<file path="config.mk">
export PLATFORM = sky130hd
export DESIGN_NAME = bus_request_stage
export DESIGN_NICKNAME = d
export VERILOG_FILES = /design/src/mmio_soc_pkg.sv /design/src/bus_request_stage.sv
export VERILOG_INCLUDE_DIRS = /design/src
export SDC_FILE = /design/constraint.sdc
export NUM_CORES = 1
export LEC_CHECK = 0
export BUFFER_PORTS_ARGS = -buffer_cell sky130_fd_sc_hd__buf_2
export CORE_MARGIN = 2
export CORE_UTILIZATION = 39
export DETAILED_ROUTE_END_ITERATION = 10
export HOLD_SLACK_MARGIN = 0.15
export PLACE_DENSITY = 0.79
export SLEW_MARGIN = 20
export SYNTH_ARGS = -nofsm -noshare
export SYNTH_HDL_FRONTEND = slang
export SYNTH_SLANG_ARGS = --single-unit
</file>
<file path="constraint.sdc">
create_clock -name CLOCK_50 -period 0.8 [get_ports CLOCK_50]
set_clock_uncertainty 0.1 [all_clocks]
set_input_delay 0.04 -clock CLOCK_50 [delete_from_list [all_inputs] [get_ports CLOCK_50]]
set_output_delay 0.04 -clock CLOCK_50 [all_outputs]
set_load 0.03 [all_outputs]
</file>
<file path="src/mmio_soc_settings.svh">
`ifndef MMIO_SOC_SETTINGS_SVH
`define MMIO_SOC_SETTINGS_SVH

// scratch RAM window, word organised
`define RAM_BASE 64'h0000_0000_8000_0000
// depth in 32-bit words
`define RAM_WORDS 256

// interrupt controller window
`define PLIC_BASE 64'h0000_0000_0C00_0000

// priority registers sit at base + 4 * id
// global pending bitmap
`define PLIC_PENDING_OFS 64'h0000_1000
// enable bitmap of context 0
`define PLIC_ENABLE_OFS 64'h0000_2000
// context 1 enable is one step further
`define PLIC_CTX1_ENABLE_STEP 64'h0000_0080
// threshold of context 0
`define PLIC_THRESHOLD_OFS 64'h0020_0000
// context 1 threshold and claim one step further
`define PLIC_CTX1_THRESHOLD_STEP 64'h0000_1000
// claim register, read returns winning id
`define PLIC_CLAIM_OFS 64'h0020_0004

// interrupt sources, id 0 means no interrupt
`define IRQ_SOURCES 5
// width of a source priority
`define PRIO_BITS 3

`endif

</file>
<file path="src/mmio_soc_pkg.sv">
`include "mmio_soc_settings.svh"

package mmio_soc_pkg;

    // bus address and data, full 64 bits
    typedef logic [63:0] bus_addr_t;
    typedef logic [63:0] bus_word_t;

    // load/store kind as driven by the core
    // stores use the signed codes
    typedef enum logic [2:0] {
        LS_BYTE   = 3'b000,
        LS_HALF   = 3'b001,
        LS_WORD   = 3'b010,
        LS_DOUBLE = 3'b011,
        LS_BYTE_U = 3'b100,
        LS_HALF_U = 3'b101,
        LS_WORD_U = 3'b110
    } ls_kind_e;

    // decoded bus target
    typedef enum logic [1:0] {
        TGT_NONE,
        TGT_RAM,
        TGT_PLIC
    } target_e;

    // controller register selected by the address
    typedef enum logic [2:0] {
        PREG_PRIORITY,
        PREG_PENDING,
        PREG_ENABLE0,
        PREG_ENABLE1,
        PREG_THRESHOLD0,
        PREG_THRESHOLD1,
        PREG_CLAIM0,
        PREG_CLAIM1
    } plic_reg_e;

    // one bit per source, bit 0 unused
    typedef logic [`IRQ_SOURCES:0] irq_vec_t;

    // source id, 0 to IRQ_SOURCES
    typedef logic [$clog2(`IRQ_SOURCES + 1)-1:0] src_id_t;

endpackage

</file>
<file path="src/bus_request_stage.sv">
`timescale 1ns/100ps
`include "mmio_soc_settings.svh"

module bus_request_stage import mmio_soc_pkg::*; (
    input  logic      CLOCK_50,
    input  logic      KEY0,
    input  bus_addr_t bus_address,
    input  bus_word_t bus_write_data,
    input  ls_kind_e  bus_ls_type,
    input  logic      bus_read_enable,
    input  logic      bus_write_enable,
    input  logic      bus_read_done,
    input  logic      bus_write_done,
    output logic      req_valid,
    output logic      req_write,
    output bus_addr_t req_addr,
    output bus_word_t req_wdata,
    output ls_kind_e  req_kind,
    output target_e   req_target,
    output plic_reg_e req_plic_reg,
    output src_id_t   req_source
);

    localparam bus_addr_t RAM_END  = `RAM_BASE + 4 * `RAM_WORDS;
    localparam bus_addr_t PRIO_END = 4 * (`IRQ_SOURCES + 1);

    logic      strobe;
    logic      done_all;
    logic      busy;
    logic      ram_hit;
    logic      plic_hit;
    bus_addr_t plic_off;
    plic_reg_e dec_reg;
    target_e   dec_target;

    assign strobe   = bus_read_enable | bus_write_enable;
    assign done_all = bus_read_done & bus_write_done;

    // address map decode
    assign ram_hit  = (bus_address >= `RAM_BASE) && (bus_address < RAM_END);
    // below the base this wraps to a huge offset, so no hit
    assign plic_off = bus_address - `PLIC_BASE;

    always_comb begin
        plic_hit = 1'b1;
        case (plic_off)
            `PLIC_PENDING_OFS:
                dec_reg = PREG_PENDING;
            `PLIC_ENABLE_OFS:
                dec_reg = PREG_ENABLE0;
            `PLIC_ENABLE_OFS + `PLIC_CTX1_ENABLE_STEP:
                dec_reg = PREG_ENABLE1;
            `PLIC_THRESHOLD_OFS:
                dec_reg = PREG_THRESHOLD0;
            `PLIC_THRESHOLD_OFS + `PLIC_CTX1_THRESHOLD_STEP:
                dec_reg = PREG_THRESHOLD1;
            `PLIC_CLAIM_OFS:
                dec_reg = PREG_CLAIM0;
            `PLIC_CLAIM_OFS + `PLIC_CTX1_THRESHOLD_STEP:
                dec_reg = PREG_CLAIM1;
            default: begin
                // priority words for ids 1..IRQ_SOURCES
                dec_reg  = PREG_PRIORITY;
                plic_hit = (plic_off >= 4) && (plic_off < PRIO_END) &&
                           (plic_off[1:0] == 2'b00);
            end
        endcase
    end

    assign dec_target = ram_hit ? TGT_RAM : (plic_hit ? TGT_PLIC : TGT_NONE);

    // one-cycle request pulse, busy until done comes back
    always_ff @(posedge CLOCK_50 or negedge KEY0) begin
        if (!KEY0) begin
            req_valid <= 1'b0;
            busy      <= 1'b0;
        end else begin
            req_valid <= strobe;
            if (strobe) begin
                busy <= 1'b1;
            end else if (!req_valid && done_all) begin
                busy <= 1'b0;
            end
        end
    end

    // request fields, held until the next strobe
    always_ff @(posedge CLOCK_50) begin
        if (strobe) begin
            req_write    <= bus_write_enable;
            req_addr     <= bus_address;
            req_wdata    <= bus_write_data;
            req_kind     <= bus_ls_type;
            req_target   <= dec_target;
            req_plic_reg <= dec_reg;
            req_source   <= plic_off[2 +: $bits(src_id_t)];
        end
    end

    // master waits for done before the next access
    a_no_strobe_busy: assert property (@(posedge CLOCK_50) disable iff (!KEY0)
        strobe |-> !req_valid && !(busy && !done_all));

    a_one_strobe: assert property (@(posedge CLOCK_50) disable iff (!KEY0)
        !(bus_read_enable && bus_write_enable));

endmodule

</file>
== Yosys cells after proc, flatten, opt, wreduce, memory -nomap -nowiden ==
Index checks and enable logic that the tools add are counted.
Word-level totals
  register bits: 141
  output and inout port bits: 141
  logic and storage cells: 29
Operators by class
  $add $sub $neg: 1
  bitwise operators: 1
  reduce and logical (&&, ||, !) cells: 5
  multiplexer cells: 3
  equal/unequal tests: 7
  order comparisons: 4
Operator list (count)
  equality test 64 x 22 -> 1 bit (second input constant): 4
  equality test 64 x 14 -> 1 bit (second input constant): 2
  equality test 64 x 13 -> 1 bit (second input constant): 1
  >= comparator 64 x 3 -> 1 bit (second input constant): 1
  >= comparator 64 x 32 -> 1 bit (second input constant): 1
  less-than comparator 64 x 32 -> 1 bit (second input constant): 1
  less-than comparator 64 x 5 -> 1 bit (second input constant): 1
  subtractor 64 x 28 -> 64 bit (second input constant): 1
  case mux 3 bit (7 select lines): 1
  OR reduction 7 bit: 1
  logical AND 1 bit: 3
  zero test 2 bit: 1
  two-way mux 2 bit: 1
  two-way mux 1 bit: 1
  bitwise OR 1 bit: 1

== Longest topological paths before layout ==
  word-level depth: 6
  mapped depth: 6

== Worst setup path after synthesis ==
Ideal clock, no wire load.
  kind: input port to flip-flop
  start: input bus_read_enable
  end: register req_addr[0], enable pin
  data arrival time: 1735 ps
  required time: 261 ps
  slack: -1474 ps
  stages on the path: 1
  setup time: 439 ps
  path through: or2_2
On the way
  longest elaborated chain between the ends: 1
RTL lines
  start, declared: line bus_request_stage.sv:10  | input logic bus_read_enable,
  bitwise OR 1 bit: line bus_request_stage.sv:36  | assign strobe = bus_read_enable | bus_write_enable;
  end signal, assigned: line bus_request_stage.sv:91  | req_addr <= bus_address;
  end, declared: line bus_request_stage.sv:16  | output bus_addr_t req_addr,
Every way passes these cells.
A chain may end at the register's enable or synchronous reset.

== Worst setup path after layout ==
  start: input bus_address[33]
  end: register req_plic_reg[0] (data pin)
On the way
  longest elaborated chain between the ends: 3
  elaborated cells between the ends (all ways): 9
  classes of those cells: add/sub: 1; eq/ne: 7; mux: 1
RTL lines
  start, declared: line bus_request_stage.sv:7  | input bus_addr_t bus_address,
  subtractor 64 x 28 -> 64 bit (no source line) *
  equality test 64 x 22 -> 1 bit, or another cell as far along: line bus_request_stage.sv:46  | case (plic_off)
  case mux 3 bit (7 select lines) *: line bus_request_stage.sv:46
  net dec_reg[0]: line bus_request_stage.sv:33  | plic_reg_e dec_reg;
  end signal, assigned: line bus_request_stage.sv:95  | req_plic_reg <= dec_reg;
  end, declared: line bus_request_stage.sv:20  | output plic_reg_e req_plic_reg,
The timed path passes the listed nets; every way through them passes the cells marked *.

==> flow_summary.ini <==
[run_status]
run_status = complete, but fails checks
violations = negative hold slack, negative setup slack

[cells_and_area]
top_regs = req_addr (64), req_wdata (64)
layout-drive-gt1-share_pct = 53.56
n_antenna_cell = 0
post-route-util_pct = 82.08
fill_cells = 552
num-nets-final = 826
area_growth_pct = 103.2

[floorplanning]
floorplan.initialDensity_pct = 40.39
io_pins = 278
core_area_sq_um = 11560
die_h_um = 113.4
dieArea_sq_um = 12870
rows = 39
die_w_um = 113.4

[synthesis]
synth_top_area_cell = edfxtp_1
synth_nets = 352
synth_cells = 215
synth_warnings = 0
synth.avg_cell_area_sq_um = 21.72
synth.top_cell.area_share_pct = 88.08
ys_ff_latch = 138
synth_cell_types = 37
synthTopCellsByArea = edfxtp_1, nor4_1, nor3_1
seq_area_frac_synth_pct = 88.62
synth_area_sq_um = 4671

[clock_network]
cts_tree = done
htree_levels = 4
path_clk_slew_ns = 0.06
clockBufferDepth = 2
cts-root-buf = clkbuf_16
cts.sinks = 138
cts_buffers = 17

[power]
p_leak_nw = 4.079
seqPwrFrac_pct = 43.7
p_comb_share_pct = 20.4
p_sw_share_pct = 26.17
pwr-share-clk_pct = 36.0
net-switching-power_mw = 5.428
total_power_mw = 20.74
power_density_nw_per_um2 = 2185
vdd_drop_max_mv = 1.453
internal-power_mw = 15.31

[timing]
period_minus_slack_ns = 1.683
finalHoldViolCount = 3
fin_ws_ns = -0.8829
tightest_slew_ns = 0.4206
fmax_mhz = 594.2
rsz0062_at_grt = yes
holdWs_ns = -0.1979
slew_violations = 0
setup_viol = 149
relSlewSlack_pct = 71.96
min_period_over_period_pct = 210.4

[global_route]
grt_max_degree = 77
grt_usage_pct = 26.44
antenna_found_initial = 0
grt_pass1_wl_um = 24680
grt_overflow_total = 0
grt_pass1_vias = 4418

[drt]
ant_nets = 0
routed_wl_um = 17200
met3_length_um = 1327
drt_iter0_markers = 238
wl_met1_um = 5773
vias_per_cell = 4.846
first_pass_iters = 4
maxUsedRoutingLayer = met4
wire_per_inst_um = 20.36
via_count = 4095
drc = 0
met2_length_um = 9622

[worst_setup_path]
crit_type = input pin to flip-flop
path_max_fanout = 4
crit_arrival_ns = 1.82
start_kind = input pin
cp.required_ns = 0.94
endpoint_kind = flip-flop

[place]
finalWeightedCongestion = 0.7929
port_buffers = 275
dp_hpwl_um = 9324

[flow_run]
drv_cap = 0

[hold_path]
hold_class = input pin to flip-flop
## per-layer routing
| layer | global-route usage, % | vias up |
|---|---|---|
| met3 | 8.927 | 40 |
| met2 | 50.94 | 218 |
| met1 | 25.33 | 2000 |
| li1 | - | 1837 |
| met5 | 0 | - |
| met4 | 11.30 | 0 |
## per-stage QoR
stage	hold WS (ns)	cells	setup TNS, ns	setup slack (ns)	area [sq um]
after floorplan	-0.3556	215	-111.21	-0.8893	4718
after global placement	-0.2838	680	-41.02	-1.114	6640
after detailed placement	-0.2843	680	-42.47	-1.227	6640
after CTS	-0.2703	843	-47.47	-0.7428	9420
after global routing	-0.2084	845	-50.87	-0.8497	9493
final	-0.1979	845	-45.67	-0.8829	9493
## critical path, stage by stage
cell      delay (ns)
buf_2           0.12
nor4_4          0.37
nand4b_4        0.18
o31a_1          0.29
nor4_2          0.27
nand4b_1        0.28
nor3_1          0.27
## power by group through the flow
stage / Combinational [mW] / Clock, mW / Sequential [mW]
6_report: 4.22 / 7.46 / 9.05
2_1_floorplan: 0.238 / 0 / 10.3
4_1_cts: 4.10 / 7.45 / 9.02
5_1_grt: 4.37 / 7.90 / 9.10
3_3_place_gp: 2.82 / 0 / 8.96
3_5_place_dp: 2.86 / 0 / 8.99
## area by class of cell
| class | count | area (sq um) | area share, % |
|---|---|---|---|
| Clock buffer | 26 | 499.2 | 5.259 |
| Clock inverter | 6 | 62.56 | 0.6590 |
| Inverter | 1 | 3.754 | 0.03954 |
| Multi-Input combinational cell | 73 | 599.3 | 6.313 |
| Sequential cell | 138 | 4139 | 43.60 |
| Tap cell | 143 | 178.9 | 1.885 |
| Timing Repair Buffer | 458 | 4010 | 42.24 |
## repair_timing
item | in CTS | in global routing
setup endpoints to repair | 146 | 151
gates cloned | 0 | 0
hold endpoints to repair | 138 | 13
pin swaps | 9 | 10
hold buffers | 130 | 4
setup buffers | 2 | 2
resized for setup | 287 | 12
## final timing paths
kind	start	end	cells after the start
worst max-delay path	bus_address[33]	req_plic_reg[0]$_DFFE_PP_	7
worst min-delay path	bus_address[55]	req_addr[55]$_DFFE_PP_	1
max in group asynchronous	KEY0	req_valid$_DFF_PN0_	3
min in group asynchronous	KEY0	req_valid$_DFF_PN0_	3
## cells by family (layout without fill, tap and decap cells)
family | Yosys count | count (layout) | share of synthesized area [%]
buffers and inverters | 4 | 491 | 0.5624
and+or+nand+nor | 57 | 57 | 8.519
AOI/OAI and AO/OA | 14 | 14 | 1.929
DFF | 138 | 138 | 88.62
xor gates and xnor gates | 2 | 2 | 0.3751
## cells in the mapped netlist, drive strengths merged
master   number
nor4         13
o21ai         2
a21oi         5
o2111ai       1
nand4b        2
o31ai         1
a211oi        1
nand4         3
a32oi         1
buf           3
or4           1
or2           3
nor3b         2
nor4b         1
nand2b        1
a21o          1
or3           2
a31oi         1
dfrtp         1
edfxtp      137
and2          1
xnor2         2
inv           1
nand3         1
nand2         3
and3          2
and4          1
o31a          1
nor3         11
nand3b        3
nor2          7
## placed cells by master, fill, tap and decap left out, drive strengths merged, types with 2 or more instances in the layout
cell	netlist	final
buf	3	327
edfxtp	137	137
dlygate4sd3	0	126
clkbuf	0	26
nor4	13	13
nor3	11	11
nor2	7	7
a21oi	5	5
dlymetal6s4s	0	5
nand2	3	3
nand4	3	3
nand3b	3	3
clkinvlp	0	3
or2	3	3
xnor2	2	2
o21ai	2	2
nor3b	2	2
clkinv	0	2
nand4b	2	2
or3	2	2
and3	2	2
Note: power is estimated with default switching activity, not from simulation.
