<file path="src/mmio_soc_settings.svh">
`ifndef MMIO_SOC_SETTINGS_SVH
`define MMIO_SOC_SETTINGS_SVH

// scratch RAM window, word organised
`define RAM_BASE 64'h0000_0000_8000_0000
// depth in 32-bit words
`define RAM_WORDS 256

// interrupt controller window
`define PLIC_BASE 64'h0000_0000_0C00_0000

// priority registers sit at base + 4 * id
// global pending bitmap
`define PLIC_PENDING_OFS 64'h0000_1000
// enable bitmap of context 0
`define PLIC_ENABLE_OFS 64'h0000_2000
// context 1 enable is one step further
`define PLIC_CTX1_ENABLE_STEP 64'h0000_0080
// threshold of context 0
`define PLIC_THRESHOLD_OFS 64'h0020_0000
// context 1 threshold and claim one step further
`define PLIC_CTX1_THRESHOLD_STEP 64'h0000_1000
// claim register, read returns winning id
`define PLIC_CLAIM_OFS 64'h0020_0004

// interrupt sources, id 0 means no interrupt
`define IRQ_SOURCES 5
// width of a source priority
`define PRIO_BITS 3

`endif

</file>
<file path="src/mmio_soc_pkg.sv">
`include "mmio_soc_settings.svh"

package mmio_soc_pkg;

    // bus address and data, full 64 bits
    typedef logic [63:0] bus_addr_t;
    typedef logic [63:0] bus_word_t;

    // load/store kind as driven by the core
    // stores use the signed codes
    typedef enum logic [2:0] {
        LS_BYTE   = 3'b000,
        LS_HALF   = 3'b001,
        LS_WORD   = 3'b010,
        LS_DOUBLE = 3'b011,
        LS_BYTE_U = 3'b100,
        LS_HALF_U = 3'b101,
        LS_WORD_U = 3'b110
    } ls_kind_e;

    // decoded bus target
    typedef enum logic [1:0] {
        TGT_NONE,
        TGT_RAM,
        TGT_PLIC
    } target_e;

    // controller register selected by the address
    typedef enum logic [2:0] {
        PREG_PRIORITY,
        PREG_PENDING,
        PREG_ENABLE0,
        PREG_ENABLE1,
        PREG_THRESHOLD0,
        PREG_THRESHOLD1,
        PREG_CLAIM0,
        PREG_CLAIM1
    } plic_reg_e;

    // one bit per source, bit 0 unused
    typedef logic [`IRQ_SOURCES:0] irq_vec_t;

    // source id, 0 to IRQ_SOURCES
    typedef logic [$clog2(`IRQ_SOURCES + 1)-1:0] src_id_t;

endpackage

</file>
<file path="src/bus_response_stage.sv">
`timescale 1ns/100ps

module bus_response_stage import mmio_soc_pkg::*; (
    input  logic      CLOCK_50,
    input  logic      KEY0,
    input  logic      req_valid,
    input  logic      req_write,
    input  target_e   req_target,
    input  bus_word_t ram_rdata,
    input  logic      ram_ack,
    input  bus_word_t plic_rdata,
    input  logic      plic_ack,
    output bus_word_t bus_read_data,
    output logic      bus_read_done,
    output logic      bus_write_done
);

    logic unmapped_q;
    logic finish;

    // unmapped access ends one cycle after the request
    assign finish = ram_ack | plic_ack | unmapped_q;

    always_ff @(posedge CLOCK_50 or negedge KEY0) begin
        if (!KEY0) begin
            bus_read_done  <= 1'b1;
            bus_write_done <= 1'b1;
            unmapped_q     <= 1'b0;
        end else begin
            unmapped_q <= req_valid && (req_target == TGT_NONE);
            // lower the flag of the access in flight
            if (req_valid) begin
                if (req_write) begin
                    bus_write_done <= 1'b0;
                end else begin
                    bus_read_done <= 1'b0;
                end
            end
            if (finish) begin
                bus_read_done  <= 1'b1;
                bus_write_done <= 1'b1;
            end
        end
    end

    // only reads update the data, unmapped reads give zero
    always_ff @(posedge CLOCK_50) begin
        if (finish && !bus_read_done) begin
            if (ram_ack) begin
                bus_read_data <= ram_rdata;
            end else if (plic_ack) begin
                bus_read_data <= plic_rdata;
            end else begin
                bus_read_data <= '0;
            end
        end
    end

endmodule

</file>
<file path="config.mk">
export PLATFORM = sky130hd
export DESIGN_NAME = bus_response_stage
export DESIGN_NICKNAME = d
export VERILOG_FILES = /design/src/mmio_soc_pkg.sv /design/src/bus_response_stage.sv
export VERILOG_INCLUDE_DIRS = /design/src
export SDC_FILE = /design/constraint.sdc
export NUM_CORES = 1
export LEC_CHECK = 0
export CORE_ASPECT_RATIO = 0.7
export CORE_MARGIN = 3
export CORE_UTILIZATION = 30
export CTS_CLUSTER_DIAMETER = 120
export DETAILED_ROUTE_END_ITERATION = 8
export DONT_BUFFER_PORTS = 1
export SLEW_MARGIN = 10
export SYNTH_ARGS = -nofsm -noshare
export SYNTH_HDL_FRONTEND = slang
export SYNTH_SLANG_ARGS = --single-unit
</file>
<file path="constraint.sdc">
create_clock -name CLOCK_50 -period 9.05 [get_ports CLOCK_50]
set_input_delay 0.4525 -clock CLOCK_50 [delete_from_list [all_inputs] [get_ports CLOCK_50]]
set_output_delay 0.4525 -clock CLOCK_50 [all_outputs]
set_load 0.1 [all_outputs]
</file>
* Word level (Yosys, flattened, before mapping) *
Index checks and enable logic that the tools add are counted.

cells by class
  reductions and logical operators = 8
  bitwise operators = 2
  eq/ne operators = 1
  multiplexer cells = 8

operators by type and width
  operator            count
  $mux 64             2
  $mux 1              6
  $reduce_and 2->1    2
  $reduce_bool 2->1   2
  $logic_and 1x1->1   2
  $logic_not 2->1     1
  $ne 2x1->1 const B  1
  $or 1x1->1          2
  $logic_not 1->1     1

storage, ports and cells
  flip-flop bits (word level) = 67
  input bits = 136

* Logic depth before layout (Yosys ltp) *
Gate-level depths: netlist of run 1.

  depth in word-level cells = 4
  depth in mapped cells = 4
  mapped depth without buffers = 2

* Worst setup path after synthesis of run 1 *
OpenSTA, ideal clock, no wires.

  kind = input -> register
  start = in ram_ack
  end = reg bus_read_data[0] (enable)
  arrival = 3.339 ns
  cell stages on the path = 3
  setup slack = 5.224 ns
  setup time = 0.487 ns
  buffers on the path = 1
  path through = buf_4 nor3_2 nor2_1

on the way
  longest elaborated chain between the ends = 3

ends and longest elaborated chain
  what                     RTL line                  RTL
  from (decl)              bus_response_stage.sv:10  input logic ram_ack,
  $or 1x1->1 (2 in a row)  bus_response_stage.sv:22  assign finish = ram_ack | plic_ack | unmapped_q;
  $logic_and 1x1->1        bus_response_stage.sv:48  if (finish && !bus_read_done) begin
  to (signal assigned)     bus_response_stage.sv:50  bus_read_data <= ram_rdata;
  to (signal assigned)     bus_response_stage.sv:52  bus_read_data <= plic_rdata;
  to (decl)                bus_response_stage.sv:13  output bus_word_t bus_read_data,

No other way between the ends.
A chain may end at the register's enable or synchronous reset.

* Worst setup path in the final report of run 1 *
  start = reg bus_read_done
  end = reg bus_read_data[0] (enable)

on the way
  longest elaborated chain between the ends = 2

ends and longest elaborated chain
  what                    RTL line                  RTL
  from (decl)             bus_response_stage.sv:14  output logic bus_read_done,
  from (signal assigned)  bus_response_stage.sv:26  bus_read_done <= 1'b1;
  from (signal assigned)  bus_response_stage.sv:36  bus_read_done <= 1'b0;
  from (signal assigned)  bus_response_stage.sv:40  bus_read_done <= 1'b1;
  $logic_not 1->1         bus_response_stage.sv:48
  $logic_and 1x1->1       bus_response_stage.sv:48

No other way between the ends.

==> results of run 1 <==
-- layout by cell type, fill, tap and decap left out --
cell           netlist  final
clkinv_1             0      2
bufinv_16            0      2
clkbuf_16            0      9
edfxtp_1            64     64
buf_4                1      2
inv_1                1      1
dfstp_2              2      2
a22o_1              63     63
clkinvlp_4           0      2
nand2_1              3      3
o21ai_1              2      2
nor2_4               0      1
nor2b_4              0      1
nor2b_1              1      1
nor3_2               1      1
nor3b_1              1      1
a21bo_2              1      1
inv_6                0      1
dlygate4sd3_1        0      1
dfrtp_1              1      1
-- worst register-to-register path, cell delays in order (launching register included) --
cell and delay, ns:
dfstp_2 0.55, nor2_4 0.17, buf_4 0.60
-- layout make-up --
| cell class | instances | area (um^2) | share of cell area |
|---|---|---|---|
| Sequential cell | 67 | 2000 | 0.639 |
| Multi-Input combinational cell | 74 | 632 | 0.202 |
| Clock buffer | 9 | 225 | 0.0720 |
| Tap cell | 120 | 150 | 0.0480 |
| Clock inverter | 7 | 91.3 | 0.0292 |
| Timing Repair Buffer | 3 | 25.0 | 0.00800 |
| Inverter | 1 | 3.75 | 0.00120 |
-- through the flow --
stage	power, uW	cell area (um^2)	setup WS [ns]	hold WS (ns)
after floorplan	437	2790	5.22	0.157
after global placement	432	2800	7.31	0.157
after detailed placement	434	2800	7.29	0.157
after CTS	805	3130	7.27	0.174
after global routing	822	3130	7.21	0.175
final	791	3130	7.27	0.192
-- logic make-up after synthesis --
| family | share of synthesized area |
|---|---|
| and+or+nand+nor | 0.0170 |
| buffers and inverters | 0.0610 |
| DFF | 0.717 |
| AOI/OAI and AO/OA | 0.205 |
-- metal layers --
metal	up-vias	share of wire	track usage
met5	-	0	0
met4	0	0.017	0.0519
met3	11	0.16	0.0822
met2	133	0.48	0.179
met1	707	0.35	0.111
li1	655	-	-
-- power groups by stage --
stage                     Clock (uW)  Sequential (uW)  Combinational (uW)
after floorplan                    0              401                35.8
after global placement             0              402                30.4
after detailed placement           0              402                32.2
after CTS                        377              396                32.6
after global routing             391              396                35.6
final                            364              395                31.7
-- final timing paths --
check	depth (start not counted)	to
setup / recovery	2	bus_read_data[0]
hold / removal	1	unmapped_q
setup reg to reg	2	bus_read_data[0]
hold reg to reg	2	bus_write_done
max in group asynchronous	1	bus_write_done
min in group asynchronous	1	unmapped_q
-- registers in the layout, indices dropped and copies added, names as in the netlist --
name	cells
bus_read_data	64
bus_read_done	1
bus_write_done	1
unmapped_q	1
==> results.sh, run 1 <==
export IMPL_setup_viol=0
export IMPL_grt_pass1_vias=1534
export IMPL_grtUsageTotal=0.112
export IMPL_cts_setup_buffers=0
export IMPL_area_growth_pct=12.1
export IMPL_cts_buffer_depth=2
export IMPL_status="completed"
export IMPL_synth_top_area_share=0.689
export IMPL_p_comb_frac=0.040
export IMPL_power_frac_clock=0.460
export IMPL_place_inst=264
export IMPL_pin_count=202
export IMPL_core_mm2=0.00876
export IMPL_die_w_um=121
export IMPL_cpLargestDelayFamily="buffers and inverters"
export IMPL_synth_distinct_cells=18
export IMPL_die_area_mm2=0.0105
export IMPL_synth_net_count=292
export IMPL_antennaDiodeCount=0
export IMPL_synthFlopType="edfxtp_1"
export IMPL_crit_path_end_kind="flip-flop"
export IMPL_critPathBufInv=1
export IMPL_max_vdd_ir_drop_mv=0.107
export IMPL_arrival_ns=1.73
export IMPL_synth_avg_cell_area_um2=17.9
export IMPL_grt_antenna_before_repair=0
export IMPL_netlist_area_mm2=0.00279
export IMPL_place_gp_congestion=0.681
export IMPL_crit_slowest_cell="buf_4"
export IMPL_port_buffer_count=0
export IMPL_pwr_density_cell_mw_per_mm2=253
export IMPL_layout_nets=292
export IMPL_max_stage_delay_ns=0.60
export IMPL_max_freq_mhz=563
export IMPL_synth_edf_count=64
export IMPL_wl_um=6210
export IMPL_p_seq_frac=0.500
export IMPL_synth_yosys_seq_area_share=0.717
export IMPL_p_int_uw=608
export IMPL_maxSlewViolCount=0
export IMPL_final_cells=281
export IMPL_cts_tree="built"
export IMPL_async_flop_share=0.0448
export IMPL_post_drt_wl_per_cell_um=22.1
export IMPL_initial_utilization=0.318
export IMPL_ys_ff_latch=67
export IMPL_power_switching_uw=182
export IMPL_n_fill_cell=840
export IMPL_clock_sinks=67
export IMPL_dr_pass1_iters=4
export IMPL_ant_nets=0
export IMPL_utilization=0.357
export IMPL_rrSetupSlack_ns=7.27
export IMPL_cp_max_fo=64
export IMPL_ys_top_cells_by_count="edfxtp_1 (64), a22o_1 (63), buf_12 (6)"
export IMPL_power_leakage_uw=0.00105
export IMPL_swShare=0.230
export IMPL_hold_path_class="primary input to flip-flop"
export IMPL_layout_min_cycle_time_ns=1.78
export IMPL_cts_made_buffers=9
export IMPL_tns_ns=0
export IMPL_clock_latency_ns=0.32
export IMPL_drive_gt1_frac=0.137
export IMPL_synth_area_top_cells="edfxtp_1 (69%), a22o_1 (20%), buf_12 (4.3%)"
export IMPL_max_cap_violations=0
export IMPL_via_per_inst=5.36
export IMPL_synthCells=156
export IMPL_htree_levels=3
export IMPL_hold_viol=0
export IMPL_synth_top_cell_by_area="edfxtp_1"
export IMPL_post_cts_resized=0
export IMPL_grt_max_degree=68
export IMPL_crit_chain="nor2_4 > buf_4"
export IMPL_rsz0062_at_grt="false"
export IMPL_yosysMostFrequentCell="edfxtp_1"
export IMPL_fin_skew_ns=0.00423
export IMPL_worst_slew_pin_slew_ns=0.943
export IMPL_r2r_start="bus_read_done"
export IMPL_drt_first_iter_violations=48
export IMPL_crit_type="flip-flop to flip-flop"
export IMPL_start_kind="flip-flop"
export IMPL_fin_crit_sh=0.196
export IMPL_dieHeight_um=86.7
export IMPL_rows=28
export IMPL_cts_root_buf="clkbuf_16"
export IMPL_slew_limit_headroom=0.373
export IMPL_drc=0
export IMPL_yosysWarningCount=0
export IMPL_holdBufCountCts=1
export IMPL_cp_startpoint="bus_read_done"
export IMPL_overflow=0
export IMPL_worstPathRequired_ns=9.00
export IMPL_vias=1506
export IMPL_holdCritStartpoint="req_target[1]"
export IMPL_grt_pass1_wl_um=8500
export IMPL_clk_pin_slew_ns=0.05
No activity file was read; power rests on OpenSTA's default activity.
==> inputs of run 2 (changes only) <==
Clock period 9.05 ns to 1.4 ns, I/O delays scaled along.
==> results.sh, run 2 <==
export IMPL_initial_utilization=0.318
export IMPL_holdBufCountCts=102
export IMPL_htree_levels=3
export IMPL_async_flop_share=0.0448
export IMPL_synth_distinct_cells=18
export IMPL_post_cts_resized=0
export IMPL_synth_top_cell_by_area="edfxtp_1"
export IMPL_pin_count=202
export IMPL_synth_area_top_cells="edfxtp_1 (69%), a22o_1 (20%), buf_12 (4.3%)"
export IMPL_netlist_area_mm2=0.00279
export IMPL_cts_setup_buffers=0
export IMPL_dpl_cell_area_mm2=0.00334
export IMPL_synth_edf_count=64
export IMPL_status="stopped before the end"
export IMPL_synth_net_count=292
export IMPL_cts_root_buf="clkbuf_16"
export IMPL_port_buffer_count=0
export IMPL_synth_avg_cell_area_um2=17.9
export IMPL_synthCells=156
export IMPL_synthFlopType="edfxtp_1"
export IMPL_synth_yosys_seq_area_share=0.717
export IMPL_die_w_um=121
export IMPL_cts_buffer_depth=2
export IMPL_cts_made_buffers=9
export IMPL_synth_top_area_share=0.689
export IMPL_yosysWarningCount=0
export IMPL_failing_step="clock tree synthesis (4_1_cts)"
export IMPL_clock_sinks=67
export IMPL_rows=28
export IMPL_yosysMostFrequentCell="edfxtp_1"
export IMPL_ys_ff_latch=67
export IMPL_dieHeight_um=86.7
export IMPL_ys_top_cells_by_count="edfxtp_1 (64), a22o_1 (63), buf_12 (6)"
export IMPL_place_gp_congestion=0.716
export IMPL_error="[ERROR RSZ-0060] Max buffer count reached."
## run 2: cell families after synthesis
group                  synth area share
AND/OR/NAND/NOR                  0.0170
buffers and inverters            0.0610
AO/OA/AOI/OAI                     0.205
flip-flops                        0.717
## run 2: metrics by stage
| stage | setup TNS [ns] | setup WS (ns) | hold slack (ns) | cells | util |
|---|---|---|---|---|---|
| detailed placement | 0 | 0.232 | -0.226 | 331 | 0.382 |
| global placement | 0 | 0.245 | -0.226 | 331 | 0.382 |
| floorplan | -35.86 | -0.560 | -0.226 | 156 | - |
==> inputs of run 3 (changes only) <==
Settings changed: CORE_ASPECT_RATIO 0.7 to default, CORE_UTILIZATION 30 to 20, CTS_CLUSTER_DIAMETER 120 to default, PLACE_DENSITY_LB_ADDON from default to 0.15.
Clock period 1.4 ns to 1.8 ns, I/O delays scaled along.
==> results.sh, run 3 <==
export IMPL_status="stopped before the end"
export IMPL_failing_step="clock tree synthesis (4_1_cts)"
export IMPL_error="[ERROR RSZ-0060] Max buffer count reached."
export IMPL_yosysWarningCount=0
export IMPL_place_gp_congestion=0.678
export IMPL_holdBufCountCts=101
export IMPL_place_ws_ns=0.606
export IMPL_synth_yosys_seq_area_share=0.717
export IMPL_synthFlopType="edfxtp_1"
export IMPL_htree_levels=3
export IMPL_synth_top_area_share=0.689
export IMPL_post_cts_resized=0
export IMPL_pin_count=202
export IMPL_synth_avg_cell_area_um2=17.9
export IMPL_cts_setup_buffers=0
export IMPL_rows=42
export IMPL_synth_top_cell_by_area="edfxtp_1"
export IMPL_clock_sinks=67
export IMPL_ys_ff_latch=67
export IMPL_cts_root_buf="clkbuf_16"
export IMPL_yosysMostFrequentCell="edfxtp_1"
export IMPL_synth_distinct_cells=18
export IMPL_synth_net_count=292
export IMPL_place_inst=388
export IMPL_netlist_area_mm2=0.00279
export IMPL_initial_utilization=0.207
export IMPL_dieHeight_um=124
export IMPL_cts_made_buffers=9
export IMPL_synthCells=156
export IMPL_cts_buffer_depth=2
export IMPL_port_buffer_count=0
export IMPL_synth_edf_count=64
export IMPL_synth_area_top_cells="edfxtp_1 (69%), a22o_1 (20%), buf_12 (4.3%)"
export IMPL_die_w_um=124
export IMPL_async_flop_share=0.0448
export IMPL_ys_top_cells_by_count="edfxtp_1 (64), a22o_1 (63), buf_12 (6)"
-- run 3: cell counts after synthesis --
Identical to the previous run, type by type.
-- run 3: kinds of logic after synthesis --
family                 count (synthesis)  synth area share
DFF                                   67             0.717
AOI/OAI and AO/OA                     66             0.205
buffers and inverters                 15            0.0610
and+or+nand+nor                        8            0.0170
-- run 3: metrics by stage --
| step | area (um^2) | hold WS (ns) |
|---|---|---|
| detailed placement | 3410 | -0.205 |
| global placement | 3410 | -0.205 |
| floorplan | 2800 | -0.206 |
