**config.mk**
```make
export PLATFORM = sky130hd
export DESIGN_NAME = plic_core
export DESIGN_NICKNAME = d
export VERILOG_FILES = /design/src/mmio_soc_pkg.sv /design/src/plic_core.sv
export VERILOG_INCLUDE_DIRS = /design/src
export SDC_FILE = /design/constraint.sdc
export NUM_CORES = 1
export LEC_CHECK = 0
export ABC_AREA = 1
export BUFFER_PORTS_ARGS = -buffer_cell sky130_fd_sc_hd__buf_2
export CAP_MARGIN = 5
export CORE_MARGIN = 5
export CORE_UTILIZATION = 53
export CTS_CLUSTER_SIZE = 16
export DETAILED_ROUTE_END_ITERATION = 10
export GPL_ROUTABILITY_DRIVEN = 0
export HOLD_SLACK_MARGIN = 0.15
export PLACE_DENSITY_LB_ADDON = 0.1
export SKIP_CTS_REPAIR_TIMING = 1
export SYNTH_ARGS = -nofsm -noshare
export SYNTH_HDL_FRONTEND = slang
export SYNTH_SLANG_ARGS = --single-unit
```
**constraint.sdc**
```tcl
create_clock -name CLOCK_50 -period 9.4 [get_ports CLOCK_50]
set_clock_uncertainty 0.15 [all_clocks]
set_input_delay 1.41 -clock CLOCK_50 [delete_from_list [all_inputs] [get_ports CLOCK_50]]
set_output_delay 1.41 -clock CLOCK_50 [all_outputs]
set_load 0.05 [all_outputs]
```
**src/mmio_soc_settings.svh**
```systemverilog
`ifndef MMIO_SOC_SETTINGS_SVH
`define MMIO_SOC_SETTINGS_SVH

// scratch RAM window, word organised
`define RAM_BASE 64'h0000_0000_8000_0000
// depth in 32-bit words
`define RAM_WORDS 256

// interrupt controller window
`define PLIC_BASE 64'h0000_0000_0C00_0000

// priority registers sit at base + 4 * id
// global pending bitmap
`define PLIC_PENDING_OFS 64'h0000_1000
// enable bitmap of context 0
`define PLIC_ENABLE_OFS 64'h0000_2000
// context 1 enable is one step further
`define PLIC_CTX1_ENABLE_STEP 64'h0000_0080
// threshold of context 0
`define PLIC_THRESHOLD_OFS 64'h0020_0000
// context 1 threshold and claim one step further
`define PLIC_CTX1_THRESHOLD_STEP 64'h0000_1000
// claim register, read returns winning id
`define PLIC_CLAIM_OFS 64'h0020_0004

// interrupt sources, id 0 means no interrupt
`define IRQ_SOURCES 5
// width of a source priority
`define PRIO_BITS 3

`endif

```
**src/mmio_soc_pkg.sv**
```systemverilog
`include "mmio_soc_settings.svh"

package mmio_soc_pkg;

    // bus address and data, full 64 bits
    typedef logic [63:0] bus_addr_t;
    typedef logic [63:0] bus_word_t;

    // load/store kind as driven by the core
    // stores use the signed codes
    typedef enum logic [2:0] {
        LS_BYTE   = 3'b000,
        LS_HALF   = 3'b001,
        LS_WORD   = 3'b010,
        LS_DOUBLE = 3'b011,
        LS_BYTE_U = 3'b100,
        LS_HALF_U = 3'b101,
        LS_WORD_U = 3'b110
    } ls_kind_e;

    // decoded bus target
    typedef enum logic [1:0] {
        TGT_NONE,
        TGT_RAM,
        TGT_PLIC
    } target_e;

    // controller register selected by the address
    typedef enum logic [2:0] {
        PREG_PRIORITY,
        PREG_PENDING,
        PREG_ENABLE0,
        PREG_ENABLE1,
        PREG_THRESHOLD0,
        PREG_THRESHOLD1,
        PREG_CLAIM0,
        PREG_CLAIM1
    } plic_reg_e;

    // one bit per source, bit 0 unused
    typedef logic [`IRQ_SOURCES:0] irq_vec_t;

    // source id, 0 to IRQ_SOURCES
    typedef logic [$clog2(`IRQ_SOURCES + 1)-1:0] src_id_t;

endpackage

```
**src/plic_core.sv**
```systemverilog
`timescale 1ns/100ps
`include "mmio_soc_settings.svh"

module plic_core import mmio_soc_pkg::*; (
    input  logic      CLOCK_50,
    input  logic      KEY0,
    input  logic      req_valid,
    input  logic      req_write,
    input  bus_word_t req_wdata,
    input  target_e   req_target,
    input  plic_reg_e req_plic_reg,
    input  src_id_t   req_source,
    input  irq_vec_t  irq_sources,
    output bus_word_t plic_rdata,
    output logic      plic_ack,
    output logic      meip_interrupt,
    output logic      msip_interrupt
);

    logic [`PRIO_BITS-1:0] prio [1:`IRQ_SOURCES];
    logic [`PRIO_BITS-1:0] threshold [2];
    irq_vec_t enable [2];
    irq_vec_t pending;
    irq_vec_t clr_mask;
    src_id_t  claim_id [2];
    logic     sel;
    logic     claim_rd;

    assign sel      = req_valid && (req_target == TGT_PLIC);
    assign claim_rd = sel && !req_write && (req_plic_reg inside {PREG_CLAIM0, PREG_CLAIM1});

    // per context: highest priority above threshold
    // strict compare keeps the lowest id on ties
    always_comb begin
        logic [`PRIO_BITS-1:0] best;
        for (int ctx = 0; ctx < 2; ctx++) begin
            claim_id[ctx] = '0;
            best = threshold[ctx];
            for (int s = 1; s <= `IRQ_SOURCES; s++) begin
                if (pending[s] && enable[ctx][s] && (prio[s] > best)) begin
                    best = prio[s];
                    claim_id[ctx] = src_id_t'(s);
                end
            end
        end
    end

    assign meip_interrupt = (claim_id[0] != '0);
    assign msip_interrupt = (claim_id[1] != '0);

    // claim read clears the bit it returns
    always_comb begin
        clr_mask = '0;
        if (sel && !req_write && (req_plic_reg == PREG_CLAIM0)) begin
            clr_mask[claim_id[0]] = 1'b1;
        end
        if (sel && !req_write && (req_plic_reg == PREG_CLAIM1)) begin
            clr_mask[claim_id[1]] = 1'b1;
        end
    end

    always_ff @(posedge CLOCK_50 or negedge KEY0) begin
        if (!KEY0) begin
            pending   <= '0;
            enable[0] <= '0;
            enable[1] <= '0;
            threshold[0] <= '0;
            threshold[1] <= '0;
            for (int s = 1; s <= `IRQ_SOURCES; s++) begin
                prio[s] <= '0;
            end
            plic_ack <= 1'b0;
        end else begin
            // level sampled every cycle, clear wins
            pending  <= (pending | {irq_sources[`IRQ_SOURCES:1], 1'b0}) & ~clr_mask;
            plic_ack <= sel;
            if (sel && req_write) begin
                case (req_plic_reg)
                    PREG_PRIORITY:   prio[req_source] <= req_wdata[`PRIO_BITS-1:0];
                    PREG_ENABLE0:    enable[0] <= {req_wdata[`IRQ_SOURCES:1], 1'b0};
                    PREG_ENABLE1:    enable[1] <= {req_wdata[`IRQ_SOURCES:1], 1'b0};
                    PREG_THRESHOLD0: threshold[0] <= req_wdata[`PRIO_BITS-1:0];
                    PREG_THRESHOLD1: threshold[1] <= req_wdata[`PRIO_BITS-1:0];
                    // pending and claims are read only
                    default: ;
                endcase
            end
        end
    end

    // read data
    always_ff @(posedge CLOCK_50) begin
        if (sel && !req_write) begin
            case (req_plic_reg)
                PREG_PRIORITY:   plic_rdata <= 64'(prio[req_source]);
                PREG_PENDING:    plic_rdata <= 64'(pending);
                PREG_ENABLE0:    plic_rdata <= 64'(enable[0]);
                PREG_ENABLE1:    plic_rdata <= 64'(enable[1]);
                PREG_THRESHOLD0: plic_rdata <= 64'(threshold[0]);
                PREG_THRESHOLD1: plic_rdata <= 64'(threshold[1]);
                PREG_CLAIM0:     plic_rdata <= 64'(claim_id[0]);
                default:         plic_rdata <= 64'(claim_id[1]);
            endcase
        end
    end

    a_claim_range: assert property (@(posedge CLOCK_50) disable iff (!KEY0)
        claim_rd |=> plic_ack && (plic_rdata <= `IRQ_SOURCES));

endmodule

```
**After elaboration in Yosys (flattened, before gate mapping)**

Cells that the tools add are included.

- Register bits after elaboration: 102
- Bits of input ports: 82
- Logic and storage cells: 109

- Order comparisons: 16
- Eq/ne operators: 8
- Muxes and demuxes: 31
- Bitwise operators: 5
- Reduce and logical (&&, ||, !) cells: 37

Operator list:

| kind | count |
|---|---|
| $mux W3 | 18 |
| $pmux W6 S7 | 1 |
| $gt A3 B3 Y1 | 10 |
| $logic_and A1 B1 Y1 | 28 |
| $bwmux W15 | 1 |
| $eq A3 B3 Y1 const B | 4 |
| $mux W6 | 2 |
| $or A6 B6 Y6 | 2 |
| $reduce_and A2 Y1 | 5 |
| $bmux W3 S3 | 1 |
| $demux W3 S3 | 1 |
| $lt A3 B4 Y1 const B | 2 |
| $and A6 B6 Y6 | 1 |
| $demux W1 S3 | 2 |
| $eq A3 B2 Y1 const B | 2 |
| $ge A3 B1 Y1 const B | 2 |
| $not A6 Y6 | 1 |
| $reduce_bool A3 Y1 | 2 |
| $ge A4 B4 Y1 const B | 1 |
| $lt A4 B1 Y1 const B | 1 |
| $mux W1 | 4 |
| $not A3 Y4 | 1 |
| $eq A3 B1 Y1 const B | 1 |
| $logic_not A3 Y1 | 1 |
| other kinds (3) | 3 |

**Depth between registers and ports, before layout**

Gate-level depths: netlist (run 1).

- Depth in word-level cells: 24
- Gate-level depth with buffers: 42
- Mapped depth without buffers: 42

**Worst setup path after synthesis (run 1)**

No wires, ideal clock.

- Path type: flip-flop to output port
- From: register prio[14] in the netlist's numbering
- To: output port msip_interrupt
- Data arrival time: 5.180 ns
- Required time: 7.840 ns
- Path slack: 2.660 ns
- Stages on the path, launching flop included: 37
- Path buffers: 0
- Cell sequence: dfrtp_1 -> ha_1 -> a21oi_1 -> nand2_2 -> nand2_4 -> o21ai_0 -> ha_1 -> inv_1 -> o21bai_1 -> inv_1 -> nand2_4 -> nand2_4 -> o21ai_0 -> ha_1 -> inv_1 -> o21bai_1 -> inv_1 -> nand2_2 -> nand2_4 -> nand2_1 -> o21ai_1 -> inv_1 -> ha_1 -> nand2_1 -> o21ai_0 -> nand4_1 -> nand2_1 -> o21ai_0 -> ha_1 -> a21oi_1 -> o21ai_0 -> nand4_1 -> inv_1 -> a31oi_1 -> nand2_4 -> nand2_4 -> nand2_1

- Cells in the longest elaborated chain, start to end: 16
- Elaborated cells on any way between the ends: 20

RTL lines:

| item | RTL line | source |
|---|---|---|
| start, declared | plic_core.sv:20 | `` logic [`PRIO_BITS-1:0] prio [1:`IRQ_SOURCES]; `` |
| start signal, assigned by index | plic_core.sv:79 | `` PREG_PRIORITY: prio[req_source] <= req_wdata[`PRIO_BITS-1:0]; `` |
| $gt A3 B3 Y1 | plic_core.sv:40 | `if (pending[s] && enable[ctx][s] && (prio[s] > best)) begin` |
| $logic_and A1 B1 Y1 | plic_core.sv:40 |  |
| $mux W3 | plic_core.sv:40 |  |
| $gt A3 B3 Y1 | plic_core.sv:40 |  |
| $logic_and A1 B1 Y1 | plic_core.sv:40 |  |
| $mux W3 | plic_core.sv:40 |  |
| $gt A3 B3 Y1 | plic_core.sv:40 |  |
| $logic_and A1 B1 Y1 | plic_core.sv:40 |  |
| $mux W3 | plic_core.sv:40 |  |
| $gt A3 B3 Y1 | plic_core.sv:40 |  |
| $logic_and A1 B1 Y1 | plic_core.sv:40 |  |
| $mux W3 | plic_core.sv:40 |  |
| $gt A3 B3 Y1 | plic_core.sv:40 |  |
| $logic_and A1 B1 Y1 | plic_core.sv:40 |  |
| $mux W3 * | plic_core.sv:40 |  |
| $reduce_bool A3 Y1 * | plic_core.sv:49 | `assign msip_interrupt = (claim_id[1] != '0);` |
| end, declared | plic_core.sv:17 | `output logic msip_interrupt` |

Mark *: on every way between the ends. The rest lies on a longest branch, timed or not.

**Final worst setup path (run 1)**

Ends and elaborated chain as after synthesis.

==> results of run 1 <==
## through the flow
step / instances / cell area [µm²]
finish: 601 / 3780
global route: 601 / 3780
CTS: 601 / 3780
detailed placement: 593 / 3680
global placement: 593 / 3680
floorplan: 540 / 3870
## worst reg2reg max path, delay by kind of cell, from the launching register on
family                     cells  cell delay, ns
and+or+nand+nor               12            1.52
DFF                            1            0.47
adders and majority gates      5            1.65
buffers and inverters          8            0.64
AOI/OAI and AO/OA             11            2.00
## layout by cell type (no fill, tap or decap), drive strengths merged
cell / instances
dfrtp: 38
o22ai: 2
inv: 51
or2: 1
ha: 24
a22oi: 4
conb: 58
a2111oi: 2
nor3: 8
a22o: 1
nand3b: 2
nor2: 23
a31oi: 2
edfxtp: 6
o21ai: 64
a41oi: 2
buf: 32
nor4: 1
nand4: 7
clkbuf: 5
nand3: 34
nand2: 135
o2111ai: 1
bufinv: 1
o21bai: 4
a21oi: 10
clkinv: 3
## area by class of cell
cell class | instances | area (µm²) | share of cell area
well taps | 80 | 100 | 0.0264
clock buffers | 5 | 68.8 | 0.0182
clock inverters | 3 | 37.5 | 0.00992
inverters | 52 | 200 | 0.0529
repair buffers | 32 | 163 | 0.0430
multi-input cells | 385 | 2080 | 0.551
flip-flops and latches | 44 | 1130 | 0.299
## sequential cells by signal, indices dropped and copies added, names as in the netlist
| register | cells |
|---|---|
| enable | 10 |
| pending | 6 |
| plic_ack | 1 |
| plic_rdata | 6 |
| prio | 15 |
| threshold | 6 |
## cells by family after synthesis
logic type | after synthesis | share of synthesized area
AO/OA/AOI/OAI | 92 | 0.147
adder cells (fa/ha/maj) | 24 | 0.0822
buffers and inverters | 111 | 0.178
flip-flops | 44 | 0.310
other | 1 | 0.00103
AND/OR/NAND/NOR | 211 | 0.282
## metal layers
metal / wire, µm / vias up
li1: - / 1565
met1: 3910 / 1427
met2: 4310 / 99
met3: 538 / 11
met4: 102 / 0
met5: 0 / -
## power groups by stage
stage	combinational, mW	sequential, mW	clock, mW
2_1_floorplan	0.234	0.218	0
3_3_place_gp	0.260	0.220	0
3_5_place_dp	0.266	0.220	0
4_1_cts	0.267	0.216	0.147
5_1_grt	0.299	0.218	0.155
6_report	0.268	0.216	0.144
## path summary, 6_finish.rpt
kind                                       end  slack (ns)  cells after the start
worst min-delay path              threshold[2]        0.35                      2
worst max-delay path            msip_interrupt        1.34                     37
worst max register to register   plic_rdata[2]        2.72                     36
min in group asynchronous              prio[9]        1.07                      1
worst min register to register    threshold[2]        0.35                      2
max in group asynchronous           pending[3]        7.51                      1
==> impl_metrics.json, run 1 <==
{
  "clkLatencyLatePin_ns": 0.30,
  "synthDistinctLibCells": 37,
  "maxSlewHeadroom": 0.387,
  "crit_required_ns": 7.84,
  "cap_violations": 0,
  "critPathBufInv": 7,
  "drive_above_1_share": 0.157,
  "fillers": 686,
  "dp_hpwl_um": 7170,
  "clk_path_buf_depth": 2,
  "die_area_um2": 8650,
  "synthCells": 483,
  "timing.fmax_ghz": 0.124,
  "synth_seq_cells": 44,
  "cts_tree": "done",
  "dp_slack_ns": 1.66,
  "rsz0062_at_grt": "false",
  "die_h_um": 93.0,
  "p_int_mw": 0.355,
  "cp_top_family": "compound AO/OA/AOI/OAI gates",
  "layout_setup_ws_ns": 1.34,
  "grt_usage": 0.212,
  "io_pins": 149,
  "num_antenna_cells": 0,
  "finalMaxSlewViolations": 0,
  "antenna_found_initial": 0,
  "total_power_mw": 0.628,
  "avgSynthCellArea_um2": 7.56,
  "first_iter_violations": 186,
  "cts_buffers": 5,
  "power_density_nw_per_um2": 166,
  "nets": 626,
  "portBuffers": 31,
  "via_per_inst": 5.16,
  "final_util": 0.560,
  "initial_core_util": 0.541,
  "synth_top_area_frac": 0.260,
  "cp_max_fo": 9,
  "p_comb_frac": 0.427,
  "sw_frac_of_total": 0.435,
  "p_seq_frac": 0.344,
  "startpoint": "prio[14]",
  "busiest_layer": "met2",
  "finalWirelength_um": 8860,
  "grt_overflow": 0,
  "dieWidth_um": 93.0,
  "drc": 0,
  "synthTopCellsByCount": "nand2_1, buf_4, o21ai_0",
  "grt_pass1_wl_um": 14400,
  "post-route-period-util": 0.857,
  "rows": 30,
  "clock-sinks": 44,
  "critPathCaptureType": "output pin",
  "yosys_most_used_dff": "dfrtp_1",
  "cpPeakStageDelay_ns": 0.47,
  "yosys-top-cells-area": "dfrtp_1, nand2_1, buf_4",
  "yosys.area.top_type": "dfrtp_1",
  "pwr-share-clk": 0.229,
  "yosys_warnings": 0,
  "start_kind": "register",
  "use_met3": 0.0314,
  "grt_pass1_vias": 2901,
  "use_met1": 0.282,
  "first_pass_iters": 4,
  "use_met2": 0.364,
  "coreArea_um2": 6760,
  "htreeDepth": 2,
  "whs_ns": 0.348,
  "path_clk_slew_ns": 0.08,
  "status": "completed",
  "vias": 3102,
  "grt_start_max_net_pins": 39,
  "synth_edf_count": 6,
  "power.net_switching_mw": 0.273,
  "slowest_stage": "dfrtp_1",
  "irDropWorstVdd_uv": 85.1,
  "path_class": "register to output pin",
  "clockRootBuffer": "clkbuf_8",
  "finalCriticalPeriod_ns": 8.06,
  "arrival_ns": 6.50,
  "tns_ns": 0,
  "timing.rr.start": "prio[14]",
  "hold_path_class": "register to register",
  "timing_hold_violations_final": 0,
  "yosysMostFrequentCell": "nand2_1",
  "worst_pin_slew_ns": 0.912,
  "syn_area_um2": 3650,
  "setup_viol_count_final": 0,
  "drtAntennaViolNets": 0,
  "yosysSeqAreaShare": 0.310,
  "p_leak_nw": 1.98,
  "synthArstFlopShare": 0.864,
  "wire_per_inst_um": 14.7,
  "areaGrowthSynthToFinish_pct": 3.63,
  "worstHoldStart": "threshold[2]"
}
No activity file was read; power rests on OpenSTA's default activity.
==> inputs of run 2 (changes only) <==
--- a/config.mk
+++ b/config.mk
@@ -9,6 +9,7 @@
 export ABC_AREA = 1
 export BUFFER_PORTS_ARGS = -buffer_cell sky130_fd_sc_hd__buf_2
 export CAP_MARGIN = 5
+export CORE_ASPECT_RATIO = 1.5
 export CORE_MARGIN = 5
 export CORE_UTILIZATION = 53
 export CTS_CLUSTER_SIZE = 16
==> impl_metrics.json, run 2 (synthesis gave the netlist of run 1 again) <==
{
  "hold_path_class": "register to register",
  "nets": 625,
  "status": "completed",
  "timing.rr.start": "prio[14]",
  "drc": 0,
  "first_iter_violations": 141,
  "total_power_mw": 0.611,
  "timing.fmax_ghz": 0.125,
  "cpPeakStageDelay_ns": 0.48,
  "cts_buffers": 5,
  "layout_setup_ws_ns": 1.41,
  "timing.rr.end": "plic_rdata[2]",
  "die_h_um": 112,
  "vias": 3113,
  "rsz0062_at_grt": "false",
  "path_clk_slew_ns": 0.09,
  "timing_hold_violations_final": 0,
  "finalWirelength_um": 8920,
  "die_area_um2": 8690,
  "clock-sinks": 44,
  "drtAntennaViolNets": 0,
  "portBuffers": 31,
  "largest_reg_flops": 15,
  "rows": 37,
  "mostFrequentLayoutCells": "nand2_1, conb_1, o21ai_0",
  "crit_required_ns": 7.84,
  "largest-register": "prio",
  "placed_cells": 590,
  "p_leak_nw": 1.96,
  "slowest_stage": "dfrtp_1",
  "arrival_ns": 6.43,
  "finalCriticalPeriod_ns": 7.99,
  "design_area_um2": 3760,
  "dp_hpwl_um": 7400,
  "post-route-period-util": 0.850,
  "critPathCaptureType": "output pin",
  "power_density_nw_per_um2": 162,
  "coreArea_um2": 6810,
  "multi_input_area_um2": 2090,
  "fillers": 715,
  "setup_viol_count_final": 0,
  "rr_worst_depth": 36,
  "r2r_slack_ns": 2.63,
  "antenna_found_initial": 0,
  "cp_max_fo": 9,
  "regArea_um2": 1130,
  "cts_tree": "done",
  "grt_start_max_net_pins": 39,
  "grt_pass1_wl_um": 14800,
  "worst_pin_slew_ns": 1.03,
  "path_class": "register to output pin",
  "dieWidth_um": 77.8,
  "via_per_inst": 5.21,
  "first_pass_iters": 4,
  "min_to": "threshold[2]",
  "io_pins": 149,
  "areaGrowthSynthToFinish_pct": 2.98,
  "hold_depth": 2,
  "clockRootBuffer": "clkbuf_8",
  "grt_overflow": 0,
  "cap_violations": 0,
  "maxSlewHeadroom": 0.309,
  "worstHoldStart": "threshold[2]",
  "initial_core_util": 0.537,
  "grt_pass1_vias": 3065,
  "mostFrequentLayoutCell": "nand2_1",
  "finalMaxSlewViolations": 0,
  "drive_above_1_share": 0.160,
  "tns_ns": 0,
  "wire_per_inst_um": 14.9,
  "clk_path_buf_depth": 2,
  "num_antenna_cells": 0,
  "dp_slack_ns": 1.75,
  "clkLatencyLatePin_ns": 0.31,
  "grt_usage": 0.213,
  "irDropWorstVdd_uv": 127,
  "htreeDepth": 2,
  "instances_no_fill": 598,
  "start_kind": "register",
  "place_area_um2": 3670,
  "reg.largest.list": "prio x15, enable x10"
}
run 2: cell types whose count changed in the layout (fill, tap and decap cells not counted):
cell	before	now
nor4_2	0	1
clkinv_2	0	1
clkinv_1	2	1
nor4_1	1	0
bufinv_16	1	0
buf_4	1	0
inv_6	0	1
run 2: area by class of cell:
type | count | share of cell area
clock buffer | 5 | 0.0183
clock inverter | 3 | 0.00466
inverter | 52 | 0.0532
multi-input combinational | 385 | 0.556
sequential | 44 | 0.301
tap | 78 | 0.0259
timing repair buffer | 31 | 0.0413
run 2: critical path: cells and delay by family, from the launching register on:
family          cells  cell delay, ns
compound gates     10            1.40
fa+ha+maj           5            1.63
buf+inv             7            0.84
flops               1            0.48
simple gates       15            1.73
run 2: power by group:
part / internal (mW) / switching [mW]
logic: 0.0724 / 0.197
registers: 0.205 / 0.0122
clock network: 0.0521 / 0.0725
total: 0.329 / 0.282
run 2: metrics by stage:
step            util  hold slack, ns
3_3_place_gp   0.540           0.320
2_1_floorplan      -           0.303
5_1_grt        0.553           0.400
3_5_place_dp   0.540           0.331
4_1_cts        0.553           0.352
6_report       0.553           0.348
run 2: worst max-delay path by stage:
stage / startpoint / end / slack (ns) / cells after the start
final: prio[14] / msip_interrupt / 1.41 / 37
after global routing: prio[14] / meip_interrupt / 0.80 / 34
after CTS: prio[14] / msip_interrupt / 1.41 / 36
after detailed placement: prio[14] / msip_interrupt / 1.75 / 36
after global placement: prio[14] / msip_interrupt / 1.86 / 37
after floorplan: prio[14] / msip_interrupt / 2.66 / 36
run 2: per-layer routing:
layer	track usage	routed length, µm
met5	0	0
met4	0.108	452
met3	0.0324	507
met2	0.370	4500
met1	0.248	3470
==> inputs of run 3 (changes only) <==
--- a/config.mk
+++ b/config.mk
@@ -11,7 +11,7 @@
 export CAP_MARGIN = 5
 export CORE_ASPECT_RATIO = 1.5
 export CORE_MARGIN = 5
-export CORE_UTILIZATION = 53
+export CORE_UTILIZATION = 49
 export CTS_CLUSTER_SIZE = 16
 export DETAILED_ROUTE_END_ITERATION = 10
 export GPL_ROUTABILITY_DRIVEN = 0
==> constraint.sdc (replaced) <==
create_clock -name CLOCK_50 -period 8.3 [get_ports CLOCK_50]
set_clock_uncertainty 0.15 [all_clocks]
set_input_delay 1.245 -clock CLOCK_50 [delete_from_list [all_inputs] [get_ports CLOCK_50]]
set_output_delay 1.245 -clock CLOCK_50 [all_outputs]
set_load 0.05 [all_outputs]
==> impl_metrics.json, run 3 (synthesis gave the netlist of run 1 again) <==
{
  "cts_buffers": 5,
  "path_clk_slew_ns": 0.08,
  "largest-register": "prio",
  "mostFrequentLayoutCells": "nand2_1, conb_1, o21ai_0",
  "worstHoldStart": "prio[12]",
  "maxSlewHeadroom": 0.406,
  "initial_core_util": 0.502,
  "dp_hpwl_um": 7360,
  "grt_pass1_vias": 3075,
  "first_pass_iters": 4,
  "grt_start_max_net_pins": 39,
  "worst_pin_slew_ns": 0.891,
  "cts_tree": "done",
  "vias": 3099,
  "finalCriticalPeriod_ns": 7.77,
  "clockRootBuffer": "clkbuf_8",
  "hold_path_class": "register to register",
  "drive_above_1_share": 0.166,
  "clk_path_buf_depth": 2,
  "irDropWorstVdd_uv": 117,
  "grt_pass1_wl_um": 14700,
  "reg.largest.list": "prio x15, enable x10",
  "areaGrowthSynthToFinish_pct": 4.56,
  "nets": 629,
  "clkLatencyLatePin_ns": 0.31,
  "power_density_nw_per_um2": 182,
  "start_kind": "register",
  "grt_overflow": 0,
  "arrival_ns": 6.37,
  "drtAntennaViolNets": 0,
  "startpoint": "prio[14]",
  "largest_reg_flops": 15,
  "dp_slack_ns": 0.697,
  "slowest_stage": "dfrtp_1",
  "clock-sinks": 44,
  "rr_worst_depth": 34,
  "cpPeakStageDelay_ns": 0.49,
  "tns_ns": 0,
  "cap_violations": 0,
  "crit_path_frequent_cell": "nand2_4",
  "drc": 0,
  "timing.rr.start": "prio[14]",
  "grt_usage": 0.207,
  "hold_depth": 2,
  "cp_max_fo": 9,
  "finalWirelength_um": 9040,
  "status": "completed",
  "layout_setup_ws_ns": 0.532,
  "p_leak_nw": 1.98,
  "timing_hold_violations_final": 0,
  "via_per_inst": 4.97,
  "regArea_um2": 1130,
  "path_class": "register to output pin",
  "wire_per_inst_um": 14.5,
  "crit_required_ns": 6.90,
  "rsz0062_at_grt": "false",
  "htreeDepth": 2,
  "finalMaxSlewViolations": 0,
  "io_pins": 149,
  "num_antenna_cells": 0,
  "fillers": 739,
  "coreArea_um2": 7270,
  "timing.fmax_ghz": 0.129,
  "post-route-period-util": 0.936,
  "portBuffers": 31,
  "mostFrequentLayoutCell": "nand2_1",
  "die_area_um2": 9320,
  "total_power_mw": 0.693,
  "antenna_found_initial": 0,
  "multi_input_area_um2": 2080,
  "first_iter_violations": 124,
  "setup_viol_count_final": 0,
  "critPathCaptureType": "output pin",
  "rows": 38,
  "dieWidth_um": 80.5,
  "die_h_um": 116
}
-- run 3: worst paths after layout --
check / to / slack [ns]
max: msip_interrupt / 0.53
min: prio[12] / 0.35
max in group asynchronous: enable[8] / 6.55
min in group asynchronous: pending[0] / 0.90
max reg2reg: plic_rdata[2] / 1.63
min reg2reg: prio[12] / 0.35
-- run 3: critical path, delay by kind of cell, from the launching register on --
family,cells,cell delay [ns]
DFF,1,0.49
buffers and inverters,5,0.60
adders and majority gates,5,1.63
and+or+nand+nor,15,1.57
AOI/OAI and AO/OA,10,1.77
-- run 3: stage by stage --
stage / cells / cell area [µm²] / utilization / hold WS, ns
after floorplan: 540 / 3870 / - / 0.303
after global placement: 613 / 3700 / 0.509 / 0.317
after detailed placement: 613 / 3700 / 0.509 / 0.333
after CTS: 621 / 3800 / 0.522 / 0.354
after global routing: 624 / 3820 / 0.525 / 0.383
final: 624 / 3820 / 0.525 / 0.354
-- run 3: power by group --
group	switching, mW	internal, mW
Combinational	0.222	0.0844
Clock	0.0811	0.0596
Sequential	0.0138	0.232
Total	0.317	0.376
-- run 3: cell type report --
type	count	share of cell area
multi-input cells	385	0.546
flip-flops and latches	44	0.296
inverters	52	0.0524
repair buffers	35	0.0485
well taps	100	0.0328
clock buffers	5	0.0180
clock inverters	3	0.00623
-- run 3: layer usage --
metal  GRT usage  up-vias  part of all wire
li1            -     1573                 -
met1       0.229     1414              0.39
met2       0.377       89              0.51
met3      0.0311       23             0.048
met4       0.107        0             0.044
met5           0        -                 0
